$ cat src/logic/ovl_pkg.sv
package ovl_pkg;

    //////////////////////////////////////////////////////////////////////
    // Widths
    //////////////////////////////////////////////////////////////////////

    // One 8x8 cell of the overlay, at most 1024 of them
    typedef logic [9:0] cell_addr_t;

    // Palette index held per cell
    typedef logic [3:0] pal_idx_t;

    // Red in the top nibble, then green, blue at the bottom
    typedef logic [11:0] rgb_t;

    typedef logic [7:0] spi_byte_t;

    // Raster position, good for lines up to 2048 pixels
    typedef logic [10:0] coord_t;

    localparam int PAL_ENTRIES = 16;

    //////////////////////////////////////////////////////////////////////
    // Message decoding
    //////////////////////////////////////////////////////////////////////
    typedef enum logic [2:0] {
        IDLE,
        ADDR_LO,
        ADDR_HI,
        DATA_LO,
        DATA_HI,
        DISCARD
    } msg_state_t;

    typedef enum logic {
        CELLS,
        PALETTE
    } wr_target_t;

    localparam spi_byte_t CMD_CELL_WR = 8'h20;
    localparam spi_byte_t CMD_PAL_WR  = 8'h21;

endpackage

$ cat src/logic/ovl_wr_if.sv
interface ovl_wr_if;
    import ovl_pkg::*;

    logic       wr;
    wr_target_t target;
    cell_addr_t addr;
    // Full colour for the palette, index in the low nibble for cells
    rgb_t       wrdata;

    modport src (
        output wr,
        output target,
        output addr,
        output wrdata
    );

    modport dst (
        input  wr,
        input  target,
        input  addr,
        input  wrdata
    );

endinterface

$ cat src/logic/spi_byte_rx.sv
module spi_byte_rx (
    input  logic               clk,
    input  logic               reset,
    input  logic               esp_sclk,
    input  logic               esp_mosi,
    input  logic               esp_ssel_n,
    output logic               byte_valid,
    output ovl_pkg::spi_byte_t byte_data,
    output logic               msg_end
);
    import ovl_pkg::*;

    logic [1:0] sclk_sync;
    logic [1:0] mosi_sync;
    logic [1:0] ssel_sync;
    logic       sclk_prev;
    logic       ssel_prev;
    logic [2:0] bit_cnt;
    spi_byte_t  shift_q;
    logic       sclk_rise;
    logic       ssel_rise;

    // Edges seen on the synchronized pins
    assign sclk_rise = sclk_sync[1] & ~sclk_prev;
    assign ssel_rise = ssel_sync[1] & ~ssel_prev;

    // Shift register holds the finished byte while byte_valid is high
    assign byte_data = shift_q;

    //////////////////////////////////////////////////////////////////////
    // Pin synchronizers and framing
    //////////////////////////////////////////////////////////////////////
    always_ff @(posedge clk) begin
        if (reset) begin
            sclk_sync  <= 2'b00;
            mosi_sync  <= 2'b00;
            ssel_sync  <= 2'b11;
            sclk_prev  <= 1'b0;
            ssel_prev  <= 1'b1;
            bit_cnt    <= 3'd0;
            byte_valid <= 1'b0;
            msg_end    <= 1'b0;
        end else begin
            sclk_sync  <= {sclk_sync[0], esp_sclk};
            mosi_sync  <= {mosi_sync[0], esp_mosi};
            ssel_sync  <= {ssel_sync[0], esp_ssel_n};
            sclk_prev  <= sclk_sync[1];
            ssel_prev  <= ssel_sync[1];
            byte_valid <= 1'b0;
            msg_end    <= ssel_rise;

            // Deselected: a partial byte is thrown away
            if (ssel_sync[1]) begin
                bit_cnt <= 3'd0;
            end else if (sclk_rise) begin
                bit_cnt <= bit_cnt + 3'd1;
                if (bit_cnt == 3'd7)
                    byte_valid <= 1'b1;
            end
        end
    end

    // MSB first, sampled on the rising edge of sclk
    always_ff @(posedge clk) begin
        if (sclk_rise && !ssel_sync[1])
            shift_q <= {shift_q[6:0], mosi_sync[1]};
    end

endmodule

$ cat src/logic/spi_msg_fsm.sv
module spi_msg_fsm (
    input  logic               clk,
    input  logic               reset,
    input  logic               byte_valid,
    input  ovl_pkg::spi_byte_t byte_data,
    input  logic               msg_end,
    ovl_wr_if.src              wr
);
    import ovl_pkg::*;

    localparam int AW = $bits(cell_addr_t);

    msg_state_t state;
    wr_target_t msg_target;
    cell_addr_t addr;
    cell_addr_t addr_inc;
    spi_byte_t  lo_byte;
    logic       wr_fire;

    // Palette addresses wrap at 16, cell addresses at the full width
    always_comb begin
        if (msg_target == PALETTE)
            addr_inc = {addr[AW-1:4], addr[3:0] + 4'd1};
        else
            addr_inc = addr + 1'b1;
    end

    // Every data byte for cells, every second one for the palette
    assign wr_fire = byte_valid && !msg_end &&
                     ((state == DATA_LO && msg_target == CELLS) || state == DATA_HI);

    //////////////////////////////////////////////////////////////////////
    // Message FSM
    //////////////////////////////////////////////////////////////////////
    always_ff @(posedge clk) begin
        if (reset) begin
            state      <= IDLE;
            msg_target <= CELLS;
            wr.wr      <= 1'b0;
        end else begin
            wr.wr <= wr_fire;

            if (msg_end) begin
                // Half-assembled palette entry is lost here
                state <= IDLE;
            end else if (byte_valid) begin
                case (state)
                    IDLE: begin
                        if (byte_data == CMD_CELL_WR) begin
                            msg_target <= CELLS;
                            state      <= ADDR_LO;
                        end else if (byte_data == CMD_PAL_WR) begin
                            msg_target <= PALETTE;
                            state      <= ADDR_LO;
                        end else begin
                            state <= DISCARD;
                        end
                    end
                    ADDR_LO: state <= ADDR_HI;
                    ADDR_HI: state <= DATA_LO;
                    DATA_LO: begin
                        if (msg_target == PALETTE)
                            state <= DATA_HI;
                    end
                    DATA_HI: state <= DATA_LO;
                    default: state <= DISCARD;
                endcase
            end
        end
    end

    //////////////////////////////////////////////////////////////////////
    // Address and write data
    //////////////////////////////////////////////////////////////////////
    always_ff @(posedge clk) begin
        if (byte_valid) begin
            case (state)
                ADDR_LO: addr[7:0] <= byte_data;
                // Low byte first, the high byte only fills the top bits
                ADDR_HI: addr[AW-1:8] <= byte_data[AW-9:0];
                DATA_LO: lo_byte <= byte_data;
                default: ;
            endcase
        end

        if (wr_fire) begin
            wr.target <= msg_target;
            wr.addr   <= addr;
            if (msg_target == CELLS)
                wr.wrdata <= rgb_t'(byte_data[3:0]);
            else
                wr.wrdata <= {byte_data[3:0], lo_byte};
            addr <= addr_inc;
        end
    end

endmodule

$ cat src/logic/scan_timer.sv
module scan_timer #(
    parameter int H_ACTIVE     = 64,
    parameter int V_ACTIVE     = 32,
    parameter int H_TOTAL      = 80,
    parameter int V_TOTAL      = 40,
    parameter int H_SYNC_START = 68,
    parameter int H_SYNC_LEN   = 6,
    parameter int V_SYNC_START = 34,
    parameter int V_SYNC_LEN   = 2
) (
    input  logic            clk,
    input  logic            reset,
    output ovl_pkg::coord_t x,
    output ovl_pkg::coord_t y,
    output logic            de,
    output logic            hsync,
    output logic            vsync
);
    import ovl_pkg::*;

    coord_t h_next;
    coord_t v_next;

    // Next raster position
    always_comb begin
        v_next = y;
        if (x == coord_t'(H_TOTAL - 1)) begin
            h_next = '0;
            if (y == coord_t'(V_TOTAL - 1))
                v_next = '0;
            else
                v_next = y + 1'b1;
        end else begin
            h_next = x + 1'b1;
        end
    end

    // Flags come from the next position so they line up with x and y
    always_ff @(posedge clk) begin
        if (reset) begin
            x     <= '0;
            y     <= '0;
            // Position zero lies in the active area
            de    <= 1'b1;
            hsync <= 1'b1;
            vsync <= 1'b1;
        end else begin
            x     <= h_next;
            y     <= v_next;
            de    <= (h_next < H_ACTIVE) && (v_next < V_ACTIVE);
            // Sync pulses are active low
            hsync <= !((h_next >= H_SYNC_START) && (h_next < H_SYNC_START + H_SYNC_LEN));
            vsync <= !((v_next >= V_SYNC_START) && (v_next < V_SYNC_START + V_SYNC_LEN));
        end
    end

endmodule

$ cat src/logic/overlay_mem.sv
module overlay_mem #(
    parameter int H_ACTIVE = 64
) (
    input  logic            clk,
    input  logic            reset,
    input  ovl_pkg::coord_t x,
    input  ovl_pkg::coord_t y,
    input  logic            de,
    input  logic            hsync,
    input  logic            vsync,
    ovl_wr_if.dst           wr,
    output logic [3:0]      vga_r,
    output logic [3:0]      vga_g,
    output logic [3:0]      vga_b,
    output logic            vga_hsync,
    output logic            vga_vsync
);
    import ovl_pkg::*;

    localparam int CELLS_PER_ROW = H_ACTIVE / 8;
    localparam int CELL_WORDS    = 2 ** $bits(cell_addr_t);

    // One entry per cell address
    pal_idx_t   cell_ram [CELL_WORDS];
    rgb_t       palette  [PAL_ENTRIES];

    cell_addr_t cell_sel;
    pal_idx_t   idx_q;
    logic       de_q1;
    logic       hsync_q1;
    logic       vsync_q1;
    rgb_t       pix_q;

    // Row of cells times cells per row plus column
    assign cell_sel = cell_addr_t'((y >> 3) * CELLS_PER_ROW + (x >> 3));

    //////////////////////////////////////////////////////////////////////
    // Cell RAM, written from SPI and read by stage one
    //////////////////////////////////////////////////////////////////////
    always_ff @(posedge clk) begin
        if (wr.wr && wr.target == CELLS)
            cell_ram[wr.addr] <= wr.wrdata[3:0];
        idx_q <= cell_ram[cell_sel];
    end

    //////////////////////////////////////////////////////////////////////
    // Palette and stage two
    //////////////////////////////////////////////////////////////////////
    always_ff @(posedge clk) begin
        if (reset) begin
            for (int i = 0; i < PAL_ENTRIES; i++)
                palette[i] <= '0;
        end else if (wr.wr && wr.target == PALETTE) begin
            palette[wr.addr[3:0]] <= wr.wrdata;
        end
    end

    always_ff @(posedge clk) begin
        if (reset) begin
            de_q1     <= 1'b0;
            hsync_q1  <= 1'b1;
            vsync_q1  <= 1'b1;
            pix_q     <= '0;
            vga_hsync <= 1'b1;
            vga_vsync <= 1'b1;
        end else begin
            de_q1     <= de;
            hsync_q1  <= hsync;
            vsync_q1  <= vsync;
            vga_hsync <= hsync_q1;
            vga_vsync <= vsync_q1;
            // Black outside the active area
            pix_q     <= de_q1 ? palette[idx_q] : '0;
        end
    end

    assign vga_r = pix_q[11:8];
    assign vga_g = pix_q[7:4];
    assign vga_b = pix_q[3:0];

endmodule

$ cat src/logic/ovl_top.sv
module ovl_top #(
    parameter int H_ACTIVE     = 64,
    parameter int V_ACTIVE     = 32,
    parameter int H_TOTAL      = 80,
    parameter int V_TOTAL      = 40,
    parameter int H_SYNC_START = 68,
    parameter int H_SYNC_LEN   = 6,
    parameter int V_SYNC_START = 34,
    parameter int V_SYNC_LEN   = 2
) (
    input  logic       clk,
    input  logic       reset,
    input  logic       esp_ssel_n,
    input  logic       esp_sclk,
    input  logic       esp_mosi,
    output logic [3:0] vga_r,
    output logic [3:0] vga_g,
    output logic [3:0] vga_b,
    output logic       vga_hsync,
    output logic       vga_vsync
);
    import ovl_pkg::*;

    logic      byte_valid;
    spi_byte_t byte_data;
    logic      msg_end;

    coord_t    scan_x;
    coord_t    scan_y;
    logic      scan_de;
    logic      scan_hsync;
    logic      scan_vsync;

    ovl_wr_if ovl_wr();

    //////////////////////////////////////////////////////////////////////
    // ESP32 SPI path
    //////////////////////////////////////////////////////////////////////
    spi_byte_rx spi_rx_i (
        .clk(clk),
        .reset(reset),
        .esp_sclk(esp_sclk),
        .esp_mosi(esp_mosi),
        .esp_ssel_n(esp_ssel_n),
        .byte_valid(byte_valid),
        .byte_data(byte_data),
        .msg_end(msg_end)
    );

    spi_msg_fsm msg_fsm_i (
        .clk(clk),
        .reset(reset),
        .byte_valid(byte_valid),
        .byte_data(byte_data),
        .msg_end(msg_end),
        .wr(ovl_wr.src)
    );

    //////////////////////////////////////////////////////////////////////
    // Raster and pixel output
    //////////////////////////////////////////////////////////////////////
    scan_timer #(
        .H_ACTIVE(H_ACTIVE),
        .V_ACTIVE(V_ACTIVE),
        .H_TOTAL(H_TOTAL),
        .V_TOTAL(V_TOTAL),
        .H_SYNC_START(H_SYNC_START),
        .H_SYNC_LEN(H_SYNC_LEN),
        .V_SYNC_START(V_SYNC_START),
        .V_SYNC_LEN(V_SYNC_LEN)
    ) scan_i (
        .clk(clk),
        .reset(reset),
        .x(scan_x),
        .y(scan_y),
        .de(scan_de),
        .hsync(scan_hsync),
        .vsync(scan_vsync)
    );

    overlay_mem #(
        .H_ACTIVE(H_ACTIVE)
    ) mem_i (
        .clk(clk),
        .reset(reset),
        .x(scan_x),
        .y(scan_y),
        .de(scan_de),
        .hsync(scan_hsync),
        .vsync(scan_vsync),
        .wr(ovl_wr.dst),
        .vga_r(vga_r),
        .vga_g(vga_g),
        .vga_b(vga_b),
        .vga_hsync(vga_hsync),
        .vga_vsync(vga_vsync)
    );

endmodule

$ cat config.mk
export PLATFORM = sky130hd
export DESIGN_NAME = ovl_top
export DESIGN_NICKNAME = d
export VERILOG_FILES = /design/src/logic/ovl_pkg.sv /design/src/logic/ovl_wr_if.sv /design/src/logic/spi_byte_rx.sv /design/src/logic/spi_msg_fsm.sv /design/src/logic/scan_timer.sv /design/src/logic/overlay_mem.sv /design/src/logic/ovl_top.sv
export SDC_FILE = /design/constraint.sdc
export NUM_CORES = 2
export LEC_CHECK = 0
export BUFFER_PORTS_ARGS = -buffer_cell sky130_fd_sc_hd__buf_2
export CAP_MARGIN = 25
export CELL_PAD_IN_SITES_DETAIL_PLACEMENT = 0
export CELL_PAD_IN_SITES_GLOBAL_PLACEMENT = 2
export CORE_ASPECT_RATIO = 2
export CORE_MARGIN = 5
export CORE_UTILIZATION = 45
export DETAILED_ROUTE_END_ITERATION = 10
export PLACE_DENSITY = 0.76
export SLEW_MARGIN = 15
export SYNTH_ARGS = -nofsm -noshare
export SYNTH_HDL_FRONTEND = slang
export SYNTH_MEMORY_MAX_BITS = 65536
export SYNTH_SLANG_ARGS = --single-unit
export TNS_END_PERCENT = 5
$ cat constraint.sdc
create_clock -name clk -period 28.9 [get_ports clk]
set_input_delay 5.78 -clock clk [delete_from_list [all_inputs] [get_ports clk]]
set_output_delay 5.78 -clock clk [all_outputs]
set_load 0.01 [all_outputs]
==> out/metrics.cfg <==
[status]
outcome = completed

[clock_network]
cts_tree = done
clock_sinks = 4401
cts.path.max_buffers = 4
cts.repair.resized = 0
cts_max_level = 5
ctsHoldBuffers = 0
cts_buffers = 361
cts-root-buf = clkbuf_16
post_cts_buffers = 0
clk_pin_slew_ps = 70
clk_latency_ps = 950

[route]
wl_per_cell_um = 36.16
drt_iter0_drc = 10390
drt-total-wl_mm = 541.0
num_vias = 92730
routed_via_density = 6.197
drc = 0
postRouteAntennaNets = 0
first_pass_iters = 6

[global_route]
grt.total_usage = 0.2641
grt_pass1_wl_mm = 749.5
antenna_found_initial = 31
grt_max_degree = 225
grt_overflow = 0
grt_pass1_vias = 95710

[final_layout]
final_core_util = 0.4966
drive_above_1_share = 0.1891
multi_input_comb_area_sq_mm = 0.04144
area_growth_pct = 10.00
seq_area_sq_mm = 0.1315
nets = 9438
fillCellCount = 31710

[logic_synthesis]
syn_area_sq_mm = 0.1766
synth-seq-cells = 4401
postSynthAreaPerCell_sq_um = 18.70
synth-edff-count = 4337
synth_cell_types = 92
synth_top_cell_by_area = edfxtp_1
ys_top_cells_by_area = edfxtp_1, mux4_2, mux2i_1, nor2_1, o221ai_1
synthCells = 9445
yosysSeqAreaShare = 0.7447
synthFlopType = edfxtp_1
synth_warnings = 0
yosysTopAreaCellShare = 0.7374
syn-num-nets = 9461
synthArstFlopShare = 0

[pwr]
power.leakage_nw = 56.87
ir_drop_mv = 0.06138
p_per_area_mw_per_mm2 = 61.83

[setup_path]
crit_type = in -> reg
crit_slowest_cell = nor3_1
worst-path-buf-inv = 2
critPathLaunchType = input pin
slowest_delay_ps = 750
cp_cell_sequence = buf_2 -> nor2_2 -> buf_4 -> nand2_1 -> nor3_1 -> or2_2
end_kind = flop
path_delay_family = simple AND/OR/NAND/NOR gates
cp_data_required_time_ps = 29530
cp.arrival_ps = 7870
cp_max_fo = 42

[floorplanning]
die_area_sq_mm = 0.4059
die_w_um = 453.0
die_h_um = 896.0
core_sq_mm = 0.3912
initial_core_util = 0.4515
rows = 325
io_pins = 19

[worst_hold_path]
hp-class = reg -> reg

[timing]
worstMarginPinSlew_ps = 1331
fmax_mhz = 138.1
finalCritPeriodShare = 0.2506
timing.final.hold_violations = 0
fin_ws_ps = 21660
setup_viol = 0
slew_headroom = 0.1128
skew_ps = 48.55
final_max_slew_viol_count = 0
final.setup.tns_ps = 0
layout_min_cycle_time_ps = 7244
rsz0062_at_grt = false

[placed_design]
routabilityCongestion = 0.8622
port_buffers = 18
dpl_worst_slack_ps = 20560
dp.final_hpwl_mm = 337.4

[flow_run]
drv_cap = 0

final timing paths:
path                                          from  slack [ps]                   to  depth (start not counted)
worst max-delay path                         reset       21660  mem_i.palette[0][0]                          6
worst min-delay path            spi_rx_i.ssel_prev         410     spi_rx_i.msg_end                          1
worst max register to register         scan_i.x[3]       21920       mem_i.idx_q[2]                         13
worst min register to register  spi_rx_i.ssel_prev         410     spi_rx_i.msg_end                          1
layout make-up:
class	count	share of cell area
multi-input cells	4340	0.2133
well taps	5232	0.03370
clock inverters	227	0.01196
repair buffers	310	0.01421
inverters	8	0.0002319
clock buffers	422	0.04926
diodes	23	0.0002963
flip-flops and latches	4401	0.6771
power breakdown:
part           switching [mW]  internal, mW  leakage, nW  total (mW)
clock network            2.29          2.76         5.76        5.05
registers             0.00688          6.91         39.7        6.92
logic                  0.0259        0.0219         11.4      0.0478
per-stage QoR:
step / instance area (sq um) / total power, mW / instances / hold slack (ps)
after floorplan: 176600 / 7.091 / 9445 / 372.1
after global placement: 181800 / 7.105 / 14260 / 383.0
after detailed placement: 182000 / 7.106 / 14270 / 389.6
after CTS: 193900 / 12.07 / 14920 / 411.4
after global routing: 194200 / 12.32 / 14940 / 429.7
final: 194300 / 12.01 / 14960 / 407.4
placed cells by master, fill, tap and decap left out, types with 42 or more instances in the layout:
cell type	Yosys	routed
mux4_2	833	833
a211oi_1	46	45
buf_4	35	250
a22oi_1	69	69
o221ai_1	189	189
dfxtp_1	64	59
bufinv_16	0	42
nor2_1	1154	1144
clkbuf_16	0	376
clkinv_1	1	62
a21oi_1	180	177
and3_1	52	52
edfxtp_1	4337	4337
clkinv_2	0	65
and2_1	180	178
o22ai_1	145	145
nor3_1	80	75
mux2i_1	567	567
nand2_1	229	218
clkbuf_1	354	46
nand3_1	79	58
o21ai_0	76	75
flip-flops by register name (all words and copies together), names as in the netlist, 4 cells and up:
name	count
mem_i.cell_ram	4096
scan_i.y	11
mem_i.pix_q	12
mem_i.idx_q	4
msg_fsm_i.wr.addr	10
msg_fsm_i.wr.wrdata	12
msg_fsm_i.lo_byte	8
mem_i.palette	192
scan_i.x	11
spi_rx_i.byte_data	8
msg_fsm_i.addr	10
synthesized netlist by cell type (16+ instances only):
library cell,instances
o221ai_1,189
o211ai_1,19
buf_2,104
a21oi_1,180
dfxtp_1,64
or2_2,27
nand4_1,23
mux4_1,31
a221oi_1,19
and3_1,52
nand2_1,229
o22ai_1,145
a22oi_1,69
mux4_2,833
nand2b_1,16
a31oi_1,34
nand3_1,79
o21ai_0,76
and2_1,180
nor3_1,80
mux2i_1,567
buf_4,35
mux2_2,19
nor2_1,1154
a211oi_1,46
buf_12,30
clkbuf_1,354
xnor2_1,16
buf_8,29
edfxtp_1,4337
buf_6,59
nor4_1,24
nor2b_1,43
buf_1,71
cells by family after synthesis:
group / synth area share
mux: 0.1442
fa+ha+maj: 0.0008218
flops: 0.7447
xor+xnor: 0.001339
buf+inv: 0.02414
simple gates: 0.04888
compound gates: 0.03596
per-layer routing:
metal,track usage,wire [um],up-vias,share of wire
li1,-,-,37980,-
met1,0.2932,175200,49180,0.32
met2,0.4710,285400,4369,0.53
met3,0.04049,38900,1190,0.072
met4,0.1702,41510,8,0.077
met5,0,57,-,0.00011
(Power assumes the default switching activity.)
